`src/common/conv_macros.svh`:
```
// Convolution engine constants
`ifndef CONV_MACROS_SVH
`define CONV_MACROS_SVH

`define CONV_DWIDTH      32
`define CONV_WT_DIM      3
`define CONV_MAX_DIM     16
// must stay above CONV_WT_DIM so every PE is granted before the next pixel
`define CONV_PIX_GAP     4
`define CONV_FIFO_DEPTH  8

// padded coordinate, runs 0 to fm_dim + 1
`define CONV_CRD_W       $clog2(`CONV_MAX_DIM + 2)
// output column inside the partial-sum buffer
`define CONV_COL_W       $clog2(`CONV_MAX_DIM)
// kernel row, kernel column and buffer slot
`define CONV_IDX_W       $clog2(`CONV_WT_DIM)
`define CONV_GAP_W       $clog2(`CONV_PIX_GAP)

`endif

```
`src/common/conv_pkg.sv`:
```
// Convolution engine types
`default_nettype none

package conv_pkg;

    // halo sequencer phase
    typedef enum logic {
        SEQ_LOAD,
        SEQ_STREAM
    } seq_state_t;

    // partial-sum buffer operation carried with every PE request
    typedef enum logic [1:0] {
        PSUM_INIT,
        PSUM_ADD,
        PSUM_FINAL
    } psum_op_t;

endpackage

`default_nettype wire

```
`src/source/conv_row_pe.sv`:
```
// Kernel row processing element
`timescale 1ns/1ps
`default_nettype none

`include "conv_macros.svh"

module conv_row_pe import conv_pkg::*; #(
    parameter int ROW_INDEX = 0
) (
    input  wire logic                      clk_i,
    input  wire logic                      rst_n_i,
    input  wire logic [`CONV_CRD_W-1:0]    fm_dim_i,
    input  wire logic                      wt_load_i,
    input  wire logic [`CONV_IDX_W-1:0]    wt_col_i,
    input  wire logic [`CONV_DWIDTH-1:0]   wt_data_i,
    input  wire logic                      pix_valid_i,
    input  wire logic [`CONV_DWIDTH-1:0]   pix_data_i,
    input  wire logic [`CONV_CRD_W-1:0]    pix_row_i,
    input  wire logic [`CONV_CRD_W-1:0]    pix_col_i,
    input  wire logic                      gnt_i,
    output logic                           req_o,
    output logic      [`CONV_DWIDTH-1:0]   req_data_o,
    output psum_op_t                       req_op_o,
    output logic      [`CONV_IDX_W-1:0]    req_slot_o,
    output logic      [`CONV_COL_W-1:0]    req_col_o
);

    localparam int DW    = `CONV_DWIDTH;
    localparam int N     = `CONV_WT_DIM;
    localparam int CRD_W = `CONV_CRD_W;
    localparam int IDX_W = `CONV_IDX_W;
    localparam int COL_W = `CONV_COL_W;

    // last row finishes the pixel, first row opens it, the rest accumulate
    localparam psum_op_t ROW_OP = (ROW_INDEX == N - 1) ? PSUM_FINAL :
                                  (ROW_INDEX == 0)     ? PSUM_INIT  : PSUM_ADD;

    logic [DW-1:0]    wt_q  [N];
    logic [DW-1:0]    win_q [N];
    logic [CRD_W-1:0] row_off;
    logic [CRD_W-1:0] col_off;
    logic             hit;
    logic             req_q;
    logic [IDX_W-1:0] slot_q;
    logic [COL_W-1:0] col_q;
    logic [DW-1:0]    dot;

    always_ff @(posedge clk_i) begin
        if (wt_load_i) begin
            wt_q[wt_col_i] <= wt_data_i;
        end
    end

    // win_q[N-1] is the newest pixel, restart at the left halo column
    always_ff @(posedge clk_i) begin
        if (pix_valid_i) begin
            for (int k = 0; k < N - 1; k++) begin
                win_q[k] <= (pix_col_i == '0) ? '0 : win_q[k + 1];
            end
            win_q[N - 1] <= pix_data_i;
        end
    end

    // output pixel (row_off, col_off) once the window spans a full kernel row
    assign row_off = pix_row_i - CRD_W'(ROW_INDEX);
    assign col_off = pix_col_i - CRD_W'(N - 1);
    assign hit     = pix_valid_i
                  && (pix_row_i >= CRD_W'(ROW_INDEX))
                  && (row_off < fm_dim_i)
                  && (pix_col_i >= CRD_W'(N - 1));

    always_ff @(posedge clk_i or negedge rst_n_i) begin
        if (!rst_n_i) begin
            req_q <= 1'b0;
        end else if (hit) begin
            req_q <= 1'b1;
        end else if (gnt_i) begin
            req_q <= 1'b0;
        end
    end

    always_ff @(posedge clk_i) begin
        if (hit) begin
            slot_q <= IDX_W'(row_off % N);
            col_q  <= col_off[COL_W-1:0];
        end
    end

    // window is frozen while the request waits, so the sum stays put
    always_comb begin
        dot = '0;
        for (int k = 0; k < N; k++) begin
            dot = dot + wt_q[k] * win_q[k];
        end
    end

    assign req_o      = req_q;
    assign req_data_o = dot;
    assign req_op_o   = ROW_OP;
    assign req_slot_o = slot_q;
    assign req_col_o  = col_q;

endmodule

`default_nettype wire

```
`config.mk`:
```
export PLATFORM = sky130hd
export DESIGN_NAME = conv_row_pe
export DESIGN_NICKNAME = d
export VERILOG_FILES = /design/src/common/conv_pkg.sv /design/src/source/conv_row_pe.sv
export VERILOG_INCLUDE_DIRS = /design/src /design/src/common
export SDC_FILE = /design/constraint.sdc
export NUM_CORES = 2
export LEC_CHECK = 0
export BUFFER_PORTS_ARGS = -buffer_cell sky130_fd_sc_hd__buf_4
export CORE_MARGIN = 4
export CORE_UTILIZATION = 50
export CTS_BUF_LIST = sky130_fd_sc_hd__clkbuf_4
export CTS_CLUSTER_DIAMETER = 200
export CTS_CLUSTER_SIZE = 24
export DETAILED_ROUTE_END_ITERATION = 12
export PLACE_DENSITY_LB_ADDON = 0.25
export SETUP_SLACK_MARGIN = 0.3
export SKIP_LAST_GASP = 1
export SLEW_MARGIN = 15
export SYNTH_ARGS = -nofsm -noshare
export SYNTH_HDL_FRONTEND = slang
export SYNTH_SLANG_ARGS = --single-unit
```
`constraint.sdc`:
```
create_clock -name clk_i -period 28.6 [get_ports clk_i]
set_clock_uncertainty 0.15 [all_clocks]
set_input_delay 2.86 -clock clk_i [delete_from_list [all_inputs] [get_ports clk_i]]
set_output_delay 2.86 -clock clk_i [all_outputs]
set_load 0.01 [all_outputs]
```
== After elaboration in Yosys (flattened, before gate mapping) ==
Memory sizes are Yosys's and may differ from the RTL's.
Index checks and enable logic that the tools add are counted.
Storage, ports and cells
  bits in registers: 7
  RAM bits: 192
  input bits: 86
  logic and storage cells: 28
  memories: 2
Operators by class
  $add $sub $neg: 3
  multiply operators: 3
  divide/modulo/power cells: 1
  magnitude comparators: 3
  multiplexer cells: 8
  reduce and logical (&&, ||, !) cells: 5
Memory list
  win_q: depth 3, bits a word 32, rd ports 3, clocked after memory_dff 0, wr ports 3, RTL line conv_row_pe.sv:39  | logic [DW-1:0] win_q [N];
  wt_q: depth 3, bits a word 32, rd ports 3, clocked after memory_dff 0, wr ports 1, RTL line conv_row_pe.sv:38  | logic [DW-1:0] wt_q [N];
Operators by type and width (count)
  32-bit by 32-bit multiplier with 32-bit output: 3
  32-bit adder: 2
  32-bit 2-to-1 mux: 2
  5-bit by 2-bit modulo with 32-bit output (second input constant): 1
  1-bit 2-to-1 mux: 6
  5-bit by 1-bit greater-or-equal comparator with 1-bit output (second input constant): 1
  5-bit by 2-bit greater-or-equal comparator with 1-bit output (second input constant): 1
  5-bit zero test: 1
  5-bit less-than comparator: 1
  4-bit by 2-bit subtractor with 4-bit output (second input constant): 1
  1-bit logical AND: 3
  2-bit nonzero test: 1

== Longest topological paths before layout ==
  depth after elaboration: 5
  mapped depth: 32
  mapped depth without buffers: 30

== Least setup slack after synthesis ==
OpenSTA, ideal clock, no wires.
  path type: reg2out
  from: memory win_q[0][68] (netlist bit)
  to: output port req_data_o[25]
  data arrival time: 8502 ps
  data required time: 25590 ps
  slack: 17088 ps
  cell stages (with the launch flop): 30
  path through: edfxtp_1 -> clkbuf_1 -> clkbuf_1 -> nand2_1 -> fa_1 -> inv_1 -> fa_1 -> fa_1 -> fa_1 -> fa_1 -> inv_1 -> fa_1 -> fa_1 -> inv_1 -> fa_1 -> fa_1 -> fa_1 -> inv_1 -> fa_1 -> inv_1 -> ha_1 -> a21o_1 -> a21o_1 -> a21oi_1 -> nand2_1 -> o21ai_2 -> o21ai_1 -> a21o_1 -> a21o_1 -> a311o_1
RTL lines
  start: declaration: RTL line conv_row_pe.sv:39
  end: declaration: RTL line conv_row_pe.sv:22  | output logic [`CONV_DWIDTH-1:0] req_data_o,

==> metrics.txt <==
Final nets=between 7000 and 8000; Top Layer Used=met4; initial antenna violation count=8; CTS buffer count=17; Synth Area per Inst=9.736 um2; post-synthesis cell count=between 5000 and 6000; adder-cell share of the synthesized area=0.5709; run status=finished clean; largest net degree at the start of global routing=65; I/O pin count=127; Synth Area in XOR/XNOR=0.03412; main combinational cell family by area after synthesis=adder cells; clk_lat worst skew=0.79 ns; Die Span X=340.7 um; FMAX=72.00 MHz; CTS-repair resized insts=0; number of distinct library cells after synthesis=50; Vias=37860; max-slew violation count=0; setup_tns=0 ns; RSZ-0062 raised after global routing=false; Synth Register Bits=about 200; Root Buffer=clkbuf_4; TritonCTS clock tree=yes; Die H=340.7 um; first-pass GRT wire length=260400 um; Tcrit/Tclk final=0.4856; Post-synth EDFFs=slightly below 200; count leader, synth=inv_1; Most used DFF post-synth=edfxtp_1; top-area cell type share of the netlist area=0.4834; Slew HR=0.2066; post-DR wirelength/cell=23.43 um; total grt overflow=0; hpwl dp=135300 um; core area=109300 um2; metal3 WL=12470 um; Fin Hold WS=0.3566 ns; sequential element share of the synthesized area=0.1079; endpoints failing setup=0; R2R Path Start=win_q[0][54]; Die ar.=around 120000 um2; WHS Path Cells=1; number of remaining DRC errors=0; Async SR Flop Fraction=0.005025; clock-pin slew on the worst setup and hold paths=0.20 ns; Final Hold Fails=0; synth warn=0; First-pass DRT Iterations=6; Crit path arrival time=10.88 ns; WP data required=roughly 26 ns; worst-case reg-to-reg path depth=1; crit-path max FO=18; Synth Cell Area=55330 um2; met2 wire length=a little under 80000 um; Clock Sinks=199; Synth Area in Simple Gates=0.1588; Worst Hold Class=flop to flop; routed vias/inst=approximately 5.3; multiplexer area fraction after synthesis=0.0002035; H-tree levels=4; share of layout cells above drive strength 1=0.04117; CP dominant cell by count=fa_1; area delta synth->final=4.697%; Total GRT Usage=0.3016; Slew @ Worst Pin=1.190 ns; Post-CTS Setup Bufs=0; hold_sp=req_o; crit-path max cell delay=1.18 ns; Min Clock Period, post-route=around 14 ns; vias in the first global route=about 42000; Synth area leaders=fa_1 (48%), edfxtp_1 (11%), inv_1 (9.9%); CP Launch Type=flop; Met1 Wirelength=approximately 66000 um; Worst Setup SP=win_q[0][14]; initial drt markers=2723; initial core utilization=0.5062; list of most frequent post-synthesis cells=inv_1 (1460), fa_1 (1336), and2_1 (820); clock tree buffer depth=2; WL final=166700 um; Synth area leader=fa_1; CP Capture Type=primary output; PortBufs=124; remaining antenna violation count after routing=0; CTS Hold Bufs=0; gpl congestion=0.9395; Site Rows=121; Max-Cap Viols=0; worst setup path category=flop to primary output; CP max stage cell=edfxtp_1; Synth Area in Compound Gates=0.009815
==> final timing paths <==
kind	endpoint	slack, ns
worst max-delay path	req_data_o[31]	14.71
worst min-delay path	req_o	0.36
worst max register to register	win_q[0][22]	26.70
worst min register to register	req_o	0.36
max in group asynchronous	req_o	26.57
min in group asynchronous	req_o	1.65
==> layout make-up <==
cell class | count | area [um2]
repair buffers | 194 | 1456
clock buffers | 18 | 135.1
multi-input cells | 3750 | 42840
inverters | 1460 | 5480
diodes | 4 | 10.01
fillers | 10000 | 51380
well taps | 1476 | 1847
flip-flops and latches | 199 | 5971
clock inverters | 14 | 188.9
==> stage by stage <==
stage	setup WS, ns	utilization	std cells	cell area [um2]
after floorplan	17.09	-	5684	55330
after global placement	15.69	0.5269	7079	57590
after detailed placement	15.67	0.5269	7079	57590
after CTS	14.71	0.5299	7111	57920
after global routing	14.33	0.5299	7114	57920
final	14.71	0.5299	7115	57930
==> layer usage <==
| metal | track usage | vias up |
|---|---|---|
| li1 | - | 15970 |
| met1 | 0.4015 | 19910 |
| met2 | 0.4879 | 1635 |
| met3 | 0.04314 | 342 |
| met4 | 0.1492 | 0 |
| met5 | 0 | - |
==> cells by family after synthesis <==
family                   after synthesis
XOR/XNOR                             214
multiplexers                           1
flip-flops                           199
AO/OA/AOI/OAI                         83
buffers and inverters               1735
adder cells (fa/ha/maj)             1723
AND/OR/NAND/NOR                     1727
other                                  1
==> placed cells by master, fill, tap and decap left out, types with 4 or more instances in the layout <==
cell type and count:
a211oi_1 4, a21o_1 17, a21oi_1 24, and2_1 820, buf_4 194, clkbuf_4 18
diode_2 4, edfxtp_1 198, fa_1 1336, ha_1 387, inv_1 1460, inv_6 4
nand2_1 786, nand2b_1 5, nand3_1 8, nor2_1 20, nor2b_1 68, nor3_1 4
o211ai_1 5, o21ai_0 9, o21ai_1 6, o21bai_1 4, xnor2_1 174, xor2_1 39
==> state kept, by name, indices dropped and copies added (netlist names) <==
register,cells
win_q,96
req_slot_o,2
req_o,1
wt_q,96
req_col_o,4
==> worst max-delay path: cells and delay by family, from the launching register on <==
kind                     cells  cell delay (ns)
AO/OA/AOI/OAI                2             0.95
buffers and inverters        6             0.48
XOR/XNOR                     1             0.29
adder cells (fa/ha/maj)     12             6.37
AND/OR/NAND/NOR              5             0.79
flip-flops                   1             1.18
Power is not shown: default switching activity piles up to over one toggle a cycle in this logic, so the estimate is an artifact.
