## config.mk

```make
export PLATFORM = sky130hd
export DESIGN_NAME = psum_buffer
export DESIGN_NICKNAME = d
export VERILOG_FILES = /design/src/common/conv_pkg.sv /design/src/psum/psum_buffer.sv
export VERILOG_INCLUDE_DIRS = /design/src /design/src/common
export SDC_FILE = /design/constraint.sdc
export NUM_CORES = 2
export LEC_CHECK = 0
export BUFFER_PORTS_ARGS = -buffer_cell sky130_fd_sc_hd__buf_2
export CAP_MARGIN = 0
export CELL_PAD_IN_SITES_DETAIL_PLACEMENT = 2
export CELL_PAD_IN_SITES_GLOBAL_PLACEMENT = 2
export CORE_ASPECT_RATIO = 0.75
export CORE_MARGIN = 4
export CORE_UTILIZATION = 40
export CTS_CLUSTER_DIAMETER = 30
export DETAILED_ROUTE_END_ITERATION = 12
export GPL_ROUTABILITY_DRIVEN = 0
export PLACE_DENSITY_LB_ADDON = 0.1
export SYNTH_ARGS = -nofsm -noshare
export SYNTH_HDL_FRONTEND = slang
export SYNTH_SLANG_ARGS = --single-unit
```

## constraint.sdc

```tcl
create_clock -name clk_i -period 5.87 [get_ports clk_i]
set_clock_uncertainty 0.15 [all_clocks]
set_input_delay 0 -clock clk_i [delete_from_list [all_inputs] [get_ports clk_i]]
set_output_delay 0 -clock clk_i [all_outputs]
set_load 0.05 [all_outputs]
```

## src/common/conv_macros.svh

```systemverilog
// Convolution engine constants
`ifndef CONV_MACROS_SVH
`define CONV_MACROS_SVH

`define CONV_DWIDTH      32
`define CONV_WT_DIM      3
`define CONV_MAX_DIM     16
// must stay above CONV_WT_DIM so every PE is granted before the next pixel
`define CONV_PIX_GAP     4
`define CONV_FIFO_DEPTH  8

// padded coordinate, runs 0 to fm_dim + 1
`define CONV_CRD_W       $clog2(`CONV_MAX_DIM + 2)
// output column inside the partial-sum buffer
`define CONV_COL_W       $clog2(`CONV_MAX_DIM)
// kernel row, kernel column and buffer slot
`define CONV_IDX_W       $clog2(`CONV_WT_DIM)
`define CONV_GAP_W       $clog2(`CONV_PIX_GAP)

`endif

```

## src/common/conv_pkg.sv

```systemverilog
// Convolution engine types
`default_nettype none

package conv_pkg;

    // halo sequencer phase
    typedef enum logic {
        SEQ_LOAD,
        SEQ_STREAM
    } seq_state_t;

    // partial-sum buffer operation carried with every PE request
    typedef enum logic [1:0] {
        PSUM_INIT,
        PSUM_ADD,
        PSUM_FINAL
    } psum_op_t;

endpackage

`default_nettype wire

```

## src/psum/psum_buffer.sv

```systemverilog
// Partial-sum ring buffer
`timescale 1ns/1ps
`default_nettype none

`include "conv_macros.svh"

module psum_buffer import conv_pkg::*; (
    input  wire logic                      clk_i,
    input  wire logic                      rst_n_i,
    input  wire logic                      wr_valid_i,
    input  wire logic [`CONV_DWIDTH-1:0]   wr_data_i,
    input  wire psum_op_t                  wr_op_i,
    input  wire logic [`CONV_IDX_W-1:0]    wr_slot_i,
    input  wire logic [`CONV_COL_W-1:0]    wr_col_i,
    output logic      [`CONV_DWIDTH-1:0]   out_data_o,
    output logic                           out_valid_o
);

    localparam int DW   = `CONV_DWIDTH;
    localparam int N    = `CONV_WT_DIM;
    localparam int COLS = `CONV_MAX_DIM;

    // one slot per output row in flight, indexed by row modulo kernel size
    logic [DW-1:0] mem [N][COLS];
    logic [DW-1:0] entry;
    logic [DW-1:0] sum;
    logic          final_wr;

    assign entry    = mem[wr_slot_i][wr_col_i];
    assign sum      = entry + wr_data_i;
    assign final_wr = wr_valid_i && (wr_op_i == PSUM_FINAL);

    always_ff @(posedge clk_i) begin
        if (wr_valid_i) begin
            case (wr_op_i)
                PSUM_INIT: begin
                    mem[wr_slot_i][wr_col_i] <= wr_data_i;
                end
                PSUM_ADD: begin
                    mem[wr_slot_i][wr_col_i] <= sum;
                end
                default: begin
                    // entry is free again for the row three rows down
                    mem[wr_slot_i][wr_col_i] <= '0;
                end
            endcase
        end
    end

    always_ff @(posedge clk_i) begin
        if (final_wr) begin
            out_data_o <= sum;
        end
    end

    always_ff @(posedge clk_i or negedge rst_n_i) begin
        if (!rst_n_i) begin
            out_valid_o <= 1'b0;
        end else begin
            out_valid_o <= final_wr;
        end
    end

endmodule

`default_nettype wire

```

Word level (Yosys, flattened, before mapping)
Memory sizes are Yosys's and may differ from the RTL's.
Index checks and enable logic that the tools add are counted.
{"block": "classes", "magnitude_cmp": 2, "muxes": 1038, "add_sub_neg": 1, "bitwise_logic": 1025, "eq_ne": 2, "n_reduce_logical": 4}
{"cell": "$mux 512", "count": 3}
{"cell": "$mux 1", "count": 1030}
{"cell": "$or 1x1->1", "count": 1024}
{"cell": "$bmux 32 s4", "count": 1}
{"cell": "$demux 32 s4", "count": 1}
{"cell": "$mux 32", "count": 3}
{"cell": "$add 32x32->32", "count": 1}
{"cell": "$ge 5x5->1 const B", "count": 1}
{"cell": "$lt 5x1->1 const B", "count": 1}
{"cell": "$not 4->5", "count": 1}
{"cell": "$eq 2x1->1 const B", "count": 1}
{"cell": "$eq 2x2->1 const B", "count": 1}
{"cell": "$logic_and 1x1->1", "count": 2}
{"cell": "$logic_not 2->1", "count": 1}
{"cell": "$reduce_or 2->1", "count": 1}
{"block": "totals", "elab_cells": 2075, "out_inout_bits": 33, "memories": 1, "reg_bits": 33, "inputBits": 43, "ramBits": 1536}
{"name": "mem", "depth": 3, "width": 512, "rd": 1, "rd_ports_with_merged_regs": 0, "write_ports": 1, "line": "psum_buffer.sv:24", "source": "logic [DW-1:0] mem [N][COLS];"}

Depth between registers and ports, before layout
{"block": "depth", "ltp_word": 8, "depth_mapped": 23, "depth_no_buf": 18}

Worst setup path before layout
Ideal clock, no wire load.
{"block": "synth_path", "path_kind": "in2reg", "start": "input wr_slot_i[0]", "end": "memory mem[0][380] in the netlist's numbering (data pin)", "slack_ps": 1246, "path_stages": 23, "n_path_buf": 7, "setup_ps": 274, "arrival_ps": 4200, "required_time_ps": 5446, "cell_sequence": "buf_6 -> buf_4 -> buf_2 -> buf_4 -> buf_4 -> buf_4 -> mux2i_1 -> nor2_1 -> a21oi_1 -> o22ai_1 -> nor3_1 -> o211ai_1 -> ha_1 -> fa_1 -> a21oi_1 -> o211a_1 -> o41ai_1 -> o21ai_1 -> a211oi_2 -> o41ai_2 -> xor2_1 -> buf_2 -> o21ai_1"}
{"block": "synth_between", "elab_chain_len": 7}
{"element": "start: declaration", "line": "psum_buffer.sv:13", "source": "input wire logic [`CONV_IDX_W-1:0] wr_slot_i,"}
{"element": "$mem_v2 3x512"}
{"element": "$bmux 32 s4", "line": "psum_buffer.sv:29", "source": "assign entry = mem[wr_slot_i][wr_col_i];"}
{"element": "$mux 32 (implied by the code) (2 in a row)", "line": "psum_buffer.sv:29"}
{"element": "$add 32x32->32", "line": "psum_buffer.sv:30", "source": "assign sum = entry + wr_data_i;"}
{"element": "$mux 1 (no line) (2 in a row)"}
{"element": "end: declaration", "line": "psum_buffer.sv:24"}
Every way passes these cells. The select of a mux whose other input is x is not followed.

Worst setup path in the final report
{"block": "layout_path", "start": "memory mem[0][482] in the netlist's numbering", "end": "memory mem[2][151] in the netlist's numbering (data pin)"}
{"block": "layout_between", "elab_chain_len": 7}
{"element": "$mem_v2 3x512"}
{"element": "$bmux 32 s4", "line": "psum_buffer.sv:29"}
{"element": "$mux 32 (implied by the code) (2 in a row)", "line": "psum_buffer.sv:29"}
{"element": "$add 32x32->32", "line": "psum_buffer.sv:30"}
{"element": "named net sum[23]", "line": "psum_buffer.sv:26", "source": "logic [DW-1:0] sum;"}
{"element": "$mux 1 (no line) (2 in a row)"}
The timed path passes the listed nets, and every way through them passes these cells. The select of a mux whose other input is x is not followed.

==> results.yml <==
clocking:
  htree_num_levels: 5
  cts_setup_buffers: 0
  cts_buffers: 353
  cts.sinks: 1569
  cts_tree: "done"
  clockRootBuffer: "clkbuf_16"
  insertion_delay_ns: 0.95
  clk_pin_slew_ns: 0.05
  cts.path.max_buffers: 4
synth:
  yosys_warnings: 0
  ys_seq_area_frac: 0.686
  synth.largest_area_cell: "edfxtp_1"
  syn_nets: 5158
  ys_seq_elements: 1569
  synth.distinct_cells: 78
  syn_area_um2: 68700
  ys.flop_type: "edfxtp_1"
  synth.top_cell.area_share: 0.685
  synthTopCellsByArea: "edfxtp_1, mux2i_1, a21oi_1"
  ys_async_sr_fraction: 0.000637
  syn-mean-instance-area_um2: 13.5
  synthCells: 5083
  synth_edf_count: 1568
die:
  core_area_um2: 170000
  start_util: 0.403
  die_area_um2: 179000
  row_count: 131
  die_w_um: 487
  chipHeight_um: 367
  io-pin-count: 76
placement:
  placed_cells: 7324
  place_hpwl_um: 197000
  io_buffer_count: 75
cells_and_area:
  final_cell_count_no_fill: 7994
  most-common-layout-cells: "edfxtp_1, nand2_1, a21oi_1"
  drive_above_1_share: 0.203
  nets: 5534
  final_common_cell: "edfxtp_1"
  regArea_um2: 47100
  filler_cell_count: 15800
  multi_input_area_um2: 20300
  areaGrowthSynthToFinish_pct: 24.7
timing:
  tns_ns: 0
  setup_viol: 0
  tightest_slew_ns: 1.33
  fmax_mhz: 173
  period_needed_ns: 5.77
  final-hold-violation-count: 0
  finalCritPeriodShare: 0.982
  max_slew_margin: 0.107
  slew_violations: 0
  rsz0062_at_grt: "no"
worst_setup_path:
  worstPathMaxFanout: 7
  cp-start-kind: "flop"
  crit_path_cell_trace: "mux4_2 > nor2_1 > a2111oi_0 > a31oi_1 > o221ai_1 > ha_1 > o211ai_1 > o2111ai_2 > nand3_1 > nand4_1 > a41oi_1 > xor2_1 > inv_1 > nand2_1 > a21oi_1"
  crit_required_ns: 6.43
  cp-startpoint: "mem[0][482]"
  critPathBufInv: 1
  cp.arrival_ns: 6.33
  critPathSlowestCell: "a2111oi_0"
  timing.rr.start: "mem[0][482]"
  crit_type: "flop to flop"
  crit_family: "compound AO/OA/AOI/OAI gates"
  slowest_delay_ns: 0.70
  r2r_setup_slack_ns: 0.10
  critPathCaptureType: "flop"
global_route:
  track_usage: 0.351
  grt_pass1_wl_um: 438000
  antenna_found_initial: 11
  first_global_vias: 53900
  grt_max_degree: 76
  overflow: 0
outcome:
  outcome: "complete, no violations"
detailed_routing:
  remaining_drc_errors: 0
  wire_per_inst_um: 39.9
  drtIter0Drc: 7041
  drtAntennaViolNets: 0
  totalWireLength_um: 319000
  num_vias: 51900
  drtPass1Iterations: 5
  avgViaCountPerCell: 6.49
flow_run:
  drv_cap: 0
pwr:
  peakVddDrop_mv: 0.333
  p_per_area_nw_per_um2: 418
  leakage_nw: 31.2
hold_path:
  worstHoldStart: "wr_data_i[31]"
  min_path_type: "input pin to flop"
through the flow:
| stage | util | instance area, µm² | total power [mW] | hold WS (ns) | worst slack [ns] |
|---|---|---|---|---|---|
| final | 0.503 | 85700 | 35.8 | 0.194 | 0.103 |
| after global routing | 0.503 | 85700 | 36.6 | 0.181 | 0.0324 |
| after CTS | 0.503 | 85700 | 35.8 | 0.141 | 0.0147 |
| after detailed placement | 0.432 | 73600 | 16.2 | -0.375 | -0.497 |
| after global placement | 0.432 | 73600 | 16.1 | -0.376 | -0.292 |
| after floorplan | - | 68700 | 14.4 | -0.446 | 1.25 |
cell families (layout without fill, tap and decap cells):
family / count (synthesis) / count (layout) / share of synthesized area
xor gates and xnor gates: 28 / 28 / 0.00417
DFF: 1569 / 1569 / 0.686
AOI/OAI and AO/OA: 1308 / 1308 / 0.118
and+or+nand+nor: 1134 / 1134 / 0.0650
other: 0 / 6 / 0
muxes: 558 / 558 / 0.0921
buffers and inverters: 454 / 1098 / 0.0288
adders and majority gates: 32 / 32 / 0.00594
cell usage after synthesis, drive strengths merged, types with 5 or more instances:
library cell,instances
mux2,24
a31oi,7
a21oi,495
nand3b,6
a221o,9
a22oi,18
a211oi,19
o221ai,14
nor3,10
and3,6
nand2,566
xnor2,15
o21ai,293
mux4,57
nand4,6
a2111oi,5
nand2b,6
ha,31
o211ai,20
a21o,17
nand3,24
buf,183
a22o,236
o21bai,6
xor2,13
mux2i,477
edfxtp,1568
nor2,479
nor2b,5
o22ai,137
nor4,15
clkbuf,251
a221oi,7
inv,20
path summary, 6_finish.rpt:
path / cells after the start / end
max in group asynchronous: 4 / out_valid_o
min in group asynchronous: 4 / out_valid_o
min: 4 / mem[1][191]
max: 15 / mem[2][151]
min reg2reg: 8 / out_data_o[30]
max reg2reg: 15 / mem[2][151]
state kept, by name (all words and copies together) (netlist names):
register / flops
out_data_o: 32
out_valid_o: 1
mem: 1536
tightest hold or removal path: cells and delay by family:
| kind | cells | cell delay [ns] |
|---|---|---|
| buffers and inverters | 2 | 0.85 |
| AND/OR/NAND/NOR | 1 | 0.13 |
| AO/OA/AOI/OAI | 1 | 0.11 |
cell type report:
| cell class | count | area share |
|---|---|---|
| diodes | 6 | 0.000175 |
| clock buffers | 393 | 0.106 |
| clock inverters | 230 | 0.0301 |
| inverters | 20 | 0.000876 |
| multi-input cells | 3060 | 0.237 |
| flip-flops and latches | 1569 | 0.550 |
| well taps | 2261 | 0.0330 |
| repair buffers | 455 | 0.0437 |
timing repair:
action | in CTS | in global routing
setup endpoints to repair | 0 | 206
hold endpoints to repair | 1572 | 0
hold buffers | 41 | 0
gates resized for setup | 0 | 2
power by group:
part | internal [mW] | switching [mW] | leakage, nW
clock network | 13.2 | 6.47 | 5.61
registers | 12.5 | 0.0172 | 14.1
logic | 0.964 | 2.70 | 11.5
metal layers:
metal  part of all wire  global-route usage  vias up
met5           0.000081                   0        -
met4              0.047               0.150        4
met3              0.096              0.0737      742
met2               0.45               0.541     3131
met1               0.41               0.482    27700
li1                   -                   -    20200
(Power assumes the default switching activity.)
