==> config.mk <==
export PLATFORM = sky130hd
export DESIGN_NAME = psum_arbiter
export DESIGN_NICKNAME = d
export VERILOG_FILES = /design/src/common/conv_pkg.sv /design/src/psum/psum_arbiter.sv
export VERILOG_INCLUDE_DIRS = /design/src /design/src/common
export SDC_FILE = /design/constraint.sdc
export NUM_CORES = 1
export LEC_CHECK = 0
export ABC_AREA = 1
export BUFFER_PORTS_ARGS = -buffer_cell sky130_fd_sc_hd__buf_2
export CAP_MARGIN = 20
export CORE_UTILIZATION = 39
export CTS_BUF_LIST = sky130_fd_sc_hd__clkbuf_4
export CTS_CLUSTER_DIAMETER = 30
export DETAILED_ROUTE_END_ITERATION = 10
export PLACE_DENSITY = 0.88
export SYNTH_ARGS = -nofsm -noshare
export SYNTH_HDL_FRONTEND = slang
export SYNTH_SLANG_ARGS = --single-unit
==> constraint.sdc <==
create_clock -name clk_i -period 4.5 [get_ports clk_i]
set_clock_uncertainty 0.2 [all_clocks]
set_input_delay 0.45 -clock clk_i [delete_from_list [all_inputs] [get_ports clk_i]]
set_output_delay 0.45 -clock clk_i [all_outputs]
set_load 0.01 [all_outputs]
==> src/common/conv_macros.svh <==
// Convolution engine constants
`ifndef CONV_MACROS_SVH
`define CONV_MACROS_SVH

`define CONV_DWIDTH      32
`define CONV_WT_DIM      3
`define CONV_MAX_DIM     16
// must stay above CONV_WT_DIM so every PE is granted before the next pixel
`define CONV_PIX_GAP     4
`define CONV_FIFO_DEPTH  8

// padded coordinate, runs 0 to fm_dim + 1
`define CONV_CRD_W       $clog2(`CONV_MAX_DIM + 2)
// output column inside the partial-sum buffer
`define CONV_COL_W       $clog2(`CONV_MAX_DIM)
// kernel row, kernel column and buffer slot
`define CONV_IDX_W       $clog2(`CONV_WT_DIM)
`define CONV_GAP_W       $clog2(`CONV_PIX_GAP)

`endif

==> src/common/conv_pkg.sv <==
// Convolution engine types
`default_nettype none

package conv_pkg;

    // halo sequencer phase
    typedef enum logic {
        SEQ_LOAD,
        SEQ_STREAM
    } seq_state_t;

    // partial-sum buffer operation carried with every PE request
    typedef enum logic [1:0] {
        PSUM_INIT,
        PSUM_ADD,
        PSUM_FINAL
    } psum_op_t;

endpackage

`default_nettype wire

==> src/psum/psum_arbiter.sv <==
// Partial-sum round-robin arbiter
`timescale 1ns/1ps
`default_nettype none

`include "conv_macros.svh"

module psum_arbiter import conv_pkg::*; (
    input  wire logic                      clk_i,
    input  wire logic                      rst_n_i,
    input  wire logic [`CONV_WT_DIM-1:0]   req_i,
    input  wire logic [`CONV_DWIDTH-1:0]   req_data_i [`CONV_WT_DIM],
    input  wire psum_op_t                  req_op_i   [`CONV_WT_DIM],
    input  wire logic [`CONV_IDX_W-1:0]    req_slot_i [`CONV_WT_DIM],
    input  wire logic [`CONV_COL_W-1:0]    req_col_i  [`CONV_WT_DIM],
    output logic      [`CONV_WT_DIM-1:0]   gnt_o,
    output logic                           wr_valid_o,
    output logic      [`CONV_DWIDTH-1:0]   wr_data_o,
    output psum_op_t                       wr_op_o,
    output logic      [`CONV_IDX_W-1:0]    wr_slot_o,
    output logic      [`CONV_COL_W-1:0]    wr_col_o
);

    localparam int N     = `CONV_WT_DIM;
    localparam int IDX_W = `CONV_IDX_W;

    logic [IDX_W-1:0] last_q;
    logic [IDX_W-1:0] sel;
    logic             found;

    // search starts just after the PE granted last
    always_comb begin
        int idx;
        sel   = '0;
        found = 1'b0;
        for (int k = 1; k <= N; k++) begin
            idx = (int'(last_q) + k) % N;
            if (!found && req_i[idx]) begin
                found = 1'b1;
                sel   = IDX_W'(idx);
            end
        end
    end

    always_ff @(posedge clk_i or negedge rst_n_i) begin
        if (!rst_n_i) begin
            last_q <= IDX_W'(N - 1);
        end else if (found) begin
            last_q <= sel;
        end
    end

    assign gnt_o      = found ? (N'(1) << sel) : '0;
    assign wr_valid_o = found;
    assign wr_data_o  = req_data_i[sel];
    assign wr_op_o    = req_op_i[sel];
    assign wr_slot_o  = req_slot_i[sel];
    assign wr_col_o   = req_col_i[sel];

endmodule

`default_nettype wire

# Word-level counts from Yosys, hierarchy flattened
# Index checks and enable logic that the tools add are counted.
[word_totals]
mem_count = 0
latchBits = 0
elab_cells = 45
ff_bits = 2
mem_bits_rw = 0
out_inout_bits = 44
inputBits = 125
romBits = 0
[classes]
n_mul = 0
shift = 1
n_lt_le_gt_ge = 4
bitwise_logic = 1
n_mux = 28
n_eq_ne = 0
div = 3
reduce_logical = 4
n_addsub = 3
[ops]
columns = ["operator", "count"]
rows = [
  ["$lt A32 B4 Y1 const B", 3],
  ["$mod A32 B3 Y32 const B", 3],
  ["$bmux W32 S2", 1],
  ["$mux W32", 2],
  ["$mux W2", 7],
  ["$mux W1", 9],
  ["$bmux W2 S2", 2],
  ["$bmux W4 S2", 1],
  ["$mux W4", 2],
  ["$add A2 B2 Y3 const B", 2],
  ["$bmux W1 S2", 3],
  ["$add A2 B1 Y3 const B", 1],
  ["$ge A3 B3 Y1 const B", 1],
  ["$mux W3", 1],
  ["$not A2 Y3", 1],
  ["$shl A1 B2 Y3 const A", 1],
  ["$logic_and A1 B1 Y1", 2],
  ["$logic_not A1 Y1", 2],
]

# Depth between registers and ports, before layout
[logic_depth]
ltp_word = 16
mapped_depth = 14

# Worst setup path after synthesis
# No wires, ideal clock.
[synth_path]
kind = "flip-flop to output port"
from = "reg last_q[1]"
to = "out gnt_o[0]"
required_time_ns = 3.850
path_stages_with_launch = 12
path_slack_ns = 1.952
t_arrival_ns = 1.898
cell_sequence = "dfstp_2 > ha_1 > inv_2 > nand2_1 > nand3_1 > nand2_1 > nand3_1 > nor2_1 > nor2_4 > buf_2 > nand2_1 > nor2_1"
[synth_via]
elab_chain_len = 14
[synth_lines]
columns = ["item", "line", "source"]
rows = [
  ["from (decl)", "psum_arbiter.sv:26", "logic [IDX_W-1:0] last_q;"],
  ["from (signal assigned)", "psum_arbiter.sv:46", "last_q <= IDX_W'(N - 1);"],
  ["from (signal assigned)", "psum_arbiter.sv:48", "last_q <= sel;"],
  ["$add A2 B1 Y3", "psum_arbiter.sv:36", "idx = (int'(last_q) + k) % N;"],
  ["$mod A32 B3 Y32", "psum_arbiter.sv:36", ""],
  ["$bmux W1 S2", "psum_arbiter.sv:37", "if (!found && req_i[idx]) begin"],
  ["$mux W1 (implied by the code) (2 in a row)", "psum_arbiter.sv:37", ""],
  ["$mux W1", "psum_arbiter.sv:37", ""],
  ["$logic_not A1 Y1", "psum_arbiter.sv:37", ""],
  ["$logic_and A1 B1 Y1", "psum_arbiter.sv:37", ""],
  ["$mux W1", "psum_arbiter.sv:37", ""],
  ["$logic_not A1 Y1", "psum_arbiter.sv:37", ""],
  ["$logic_and A1 B1 Y1", "psum_arbiter.sv:37", ""],
  ["$mux W2", "psum_arbiter.sv:37", ""],
  ["$shl A1 B2 Y3", "psum_arbiter.sv:52", "assign gnt_o = found ? (N'(1) << sel) : '0;"],
  ["$mux W3 *", "psum_arbiter.sv:52", ""],
  ["to (decl)", "psum_arbiter.sv:15", "output logic [`CONV_WT_DIM-1:0] gnt_o,"],
]
# Mark *: on every way between the ends. The rest lies on a longest branch, timed or not. The select of a mux whose other input is x is not followed.

# Worst setup path in the final report
[layout_path]
from = "reg last_q[1]"
to = "out wr_op_o[0]"
[layout_via]
elab_chain_len = 16
[layout_lines]
columns = ["item", "line", "source"]
rows = [
  ["$add A2 B1 Y3", "psum_arbiter.sv:36", ""],
  ["$mod A32 B3 Y32", "psum_arbiter.sv:36", ""],
  ["$bmux W1 S2", "psum_arbiter.sv:37", ""],
  ["$mux W1 (implied by the code) (2 in a row)", "psum_arbiter.sv:37", ""],
  ["$mux W1", "psum_arbiter.sv:37", ""],
  ["$logic_not A1 Y1", "psum_arbiter.sv:37", ""],
  ["$logic_and A1 B1 Y1", "psum_arbiter.sv:37", ""],
  ["$mux W1", "psum_arbiter.sv:37", ""],
  ["$logic_not A1 Y1", "psum_arbiter.sv:37", ""],
  ["$logic_and A1 B1 Y1", "psum_arbiter.sv:37", ""],
  ["$mux W2 *", "psum_arbiter.sv:37", ""],
  ["$not A2 Y3 (implied by the code) *", "psum_arbiter.sv:55", "assign wr_op_o = req_op_i[sel];"],
  ["$bmux W2 S2 *", "psum_arbiter.sv:55", ""],
  ["$mux W2 (implied by the code) * (2 in a row)", "psum_arbiter.sv:55", ""],
  ["to (decl)", "psum_arbiter.sv:18", "output psum_op_t wr_op_o,"],
]
# Marked as above.

==> flow_summary_export.csv <==
group,metric,value,unit
clocking,htreeDepth,1,
run_status,status,"finished clean",
finish,fin_util,65.1,%
detailed_routing,wl_per_cell,9.62,µm
detailed_routing,routed_wl,5450,µm
synthesis,synth_seq_cells,2,
synthesis,syn-cell-area,0.00160,mm²
synthesis,syn_avg_cell_area,4.43,µm²
global_route,grt_pass1_wl,8340,µm
die,start_util,42.1,%
finish,layout_commonest_cell,"buf_2",
clocking,clk_pin_slew_worst_paths,0.03,ns
detailed_routing,post-route-drc-count,0,
clocking,root_buffer,"clkbuf_4",
min_path,min_path_cells,2,
timing,fin_ws,0.735,ns
pwr,p_sw,1.47,mW
critical_path,required,3.85,ns
timing,finalSetupTns,0,ns
die,std_cell_rows,22,
die,coreArea,0.00380,mm²
clocking,ctsResizeCount,0,
global_route,grt.total_usage,23.7,%
critical_path,timing.rr.end,"last_q[1]",
flow_run,maxCapViolCount,0,
detailed_routing,drt_iter0_drc,92,
timing,hold_violations,0,
timing,fin_crit,3.76,ns
pwr,swShare,61.7,%
clocking,insertion_delay,0.24,ns
placement,pre_cts_slack,1.01,ns
global_route,grt_max_degree,43,
timing,rsz0062_at_grt,"false",
placement,gp_congestion,0.892,
detailed_routing,vias,2629,
synthesis,ys_seq_area_share,3.21,%
finish,layout-drive-gt1-share,35.1,%
pwr,ir_worst_vdd,0.524,mV
critical_path,reg2reg_from,"last_q[1]",
die,fp.dieW,66.1,µm
clocking,max-clock-path-buffers,2,
finish,synthToLayoutAreaGrowth,54.6,%
detailed_routing,via_per_inst,4.64,
finish,largest_reg_flops,2,
detailed_routing,ant_nets,0,
timing,finalSetupViolCount,0,
pwr,clkPwrFrac,2.3,%
synthesis,syn_inst,361,
placement,port_buffers,168,
min_path,holdPathEnd,"last_q[1]",
critical_path,endpoint_kind,"output port",
critical_path,ff2ff_path_depth,10,
synthesis,syn_nets,490,
die,io-pin-count,169,
timing,fin_crit_sh,83.7,%
critical_path,rrSetupSlack,2.14,ns
global_route,grt_antenna_before_repair,0,
synthesis,synth_cell_types,18,
clocking,cts_inserted_buffers,3,
finish,nets,649,
timing,drv_slew,0,
finish,mostFrequentLayoutCells,"buf_2 (168), nand2_1 (141), nand3_1 (90)",
clocking,tritoncts,"yes",
critical_path,cp_max_fo,41,
timing,fmax,266,MHz
clocking,cts_sinks,2,
die,fp.dieArea,0.00436,mm²
pwr,p_seq_share,1.5,%
finish,antenna_cells,0,
min_path,min_path_type,"reg -> reg",
global_route,grt_pass1_vias,2169,
detailed_routing,drt_first_pass_iters,5,
pwr,power_density,963,mW/mm²
timing,maxSlewHeadroom,54.3,%
synthesis,ys_warn_count,0,
pwr,internal_power,0.911,mW
timing,tightest_slew,0.685,ns
min_path,min_from,"last_q[1]",
timing,timing.hold.ws,0.286,ns
critical_path,critPathLaunchType,"flop",
finish,reg_top3,"last_q x2",
placement,dp_hpwl,4240,µm
global_route,overflow,0,
pwr,leakage,1.84,nW
pwr,combinationalPowerShare,96.2,%
die,fp.dieH,66.1,µm
critical_path,crit_arrival,3.11,ns
critical_path,worstSetupPathType,"reg -> out",
finish,largest_register,"last_q",
[power by group through the flow]
| stage | logic, mW | clock network, mW | registers [mW] |
|---|---|---|---|
| after floorplan | 1.59 | 0 | 0.0353 |
| after global placement | 2.27 | 0 | 0.0358 |
| after detailed placement | 2.31 | 0 | 0.0364 |
| after CTS | 2.31 | 0.0543 | 0.0362 |
| after global routing | 2.58 | 0.0572 | 0.0375 |
| final | 2.29 | 0.0536 | 0.0362 |
[cells in the mapped netlist, drive strengths merged]
| cell | instances | area share, % |
|---|---|---|
| a21oi | 1 | 0.31 |
| buf | 16 | 5.6 |
| clkbuf | 4 | 0.94 |
| dfrtp | 1 | 1.6 |
| dfstp | 1 | 1.6 |
| ha | 4 | 3.1 |
| inv | 92 | 22 |
| nand2 | 141 | 33 |
| nand3 | 90 | 28 |
| nand3b | 1 | 0.47 |
| nand4 | 1 | 0.39 |
| nor2 | 5 | 1.6 |
| o21ai | 3 | 0.94 |
| o221ai | 1 | 0.55 |
[logic make-up (layout without fill, tap and decap cells)]
group,after synthesis,in the layout,synth area share [%]
AND/OR/NAND/NOR,238,238,63.7
AO/OA/AOI/OAI,5,5,1.80
buffers and inverters,112,270,28.1
adder cells (fa/ha/maj),4,4,3.13
flip-flops,2,2,3.21
[stage by stage]
| step | cells | power [mW] | instance area [µm²] |
|---|---|---|---|
| 3_3_place_gp | 562 | 2.31 | 2430 |
| 3_5_place_dp | 562 | 2.34 | 2430 |
| 5_1_grt | 567 | 2.67 | 2470 |
| 4_1_cts | 567 | 2.40 | 2470 |
| 6_report | 567 | 2.38 | 2470 |
| 2_1_floorplan | 361 | 1.62 | 1600 |
[layout make-up]
cell class                      count  area, µm²
Clock buffer                        4       30.0
Multi-Input combinational cell    247       1100
Tap cell                           48       60.1
Inverter                           92        345
Timing Repair Buffer              174        888
Sequential cell                     2       51.3
Fill cell                         376       1330
[layer usage]
layer,global-route usage [%],vias up,routed length (µm)
li1,-,1387,-
met1,25.1,1111,2250
met2,47.4,122,2680
met3,2.07,9,451
met4,8.24,0,72
met5,0,-,0
[worst max-delay path: stages, from the launching register on]
cell,delay (ns)
dfstp_2,0.54
ha_1,0.30
inv_2,0.11
nand2_1,0.06
nand3_1,0.08
nand2_1,0.11
nand3_1,0.16
nand3_1,0.52
nand2_1,0.20
buf_4,0.39
nand2_1,0.09
nand3_1,0.08
nand2_1,0.08
buf_2,0.14
[worst max-delay path by stage]
stage / start / endpoint / slack, ns
2_1_floorplan: last_q[1] / gnt_o[0] / 1.95
3_3_place_gp: last_q[1] / wr_op_o[0] / 1.12
3_5_place_dp: last_q[1] / wr_op_o[0] / 1.01
4_1_cts: last_q[1] / wr_op_o[0] / 0.76
5_1_grt: last_q[0] / wr_op_o[0] / 0.45
6_report: last_q[1] / wr_op_o[0] / 0.74
[what timing repair did]
item / 4_1_cts / 5_1_grt
hold endpoints to repair: 2 / 0
buffers inserted: 0 / 0
hold buffers: 1 / 0
(Power assumes the default switching activity.)
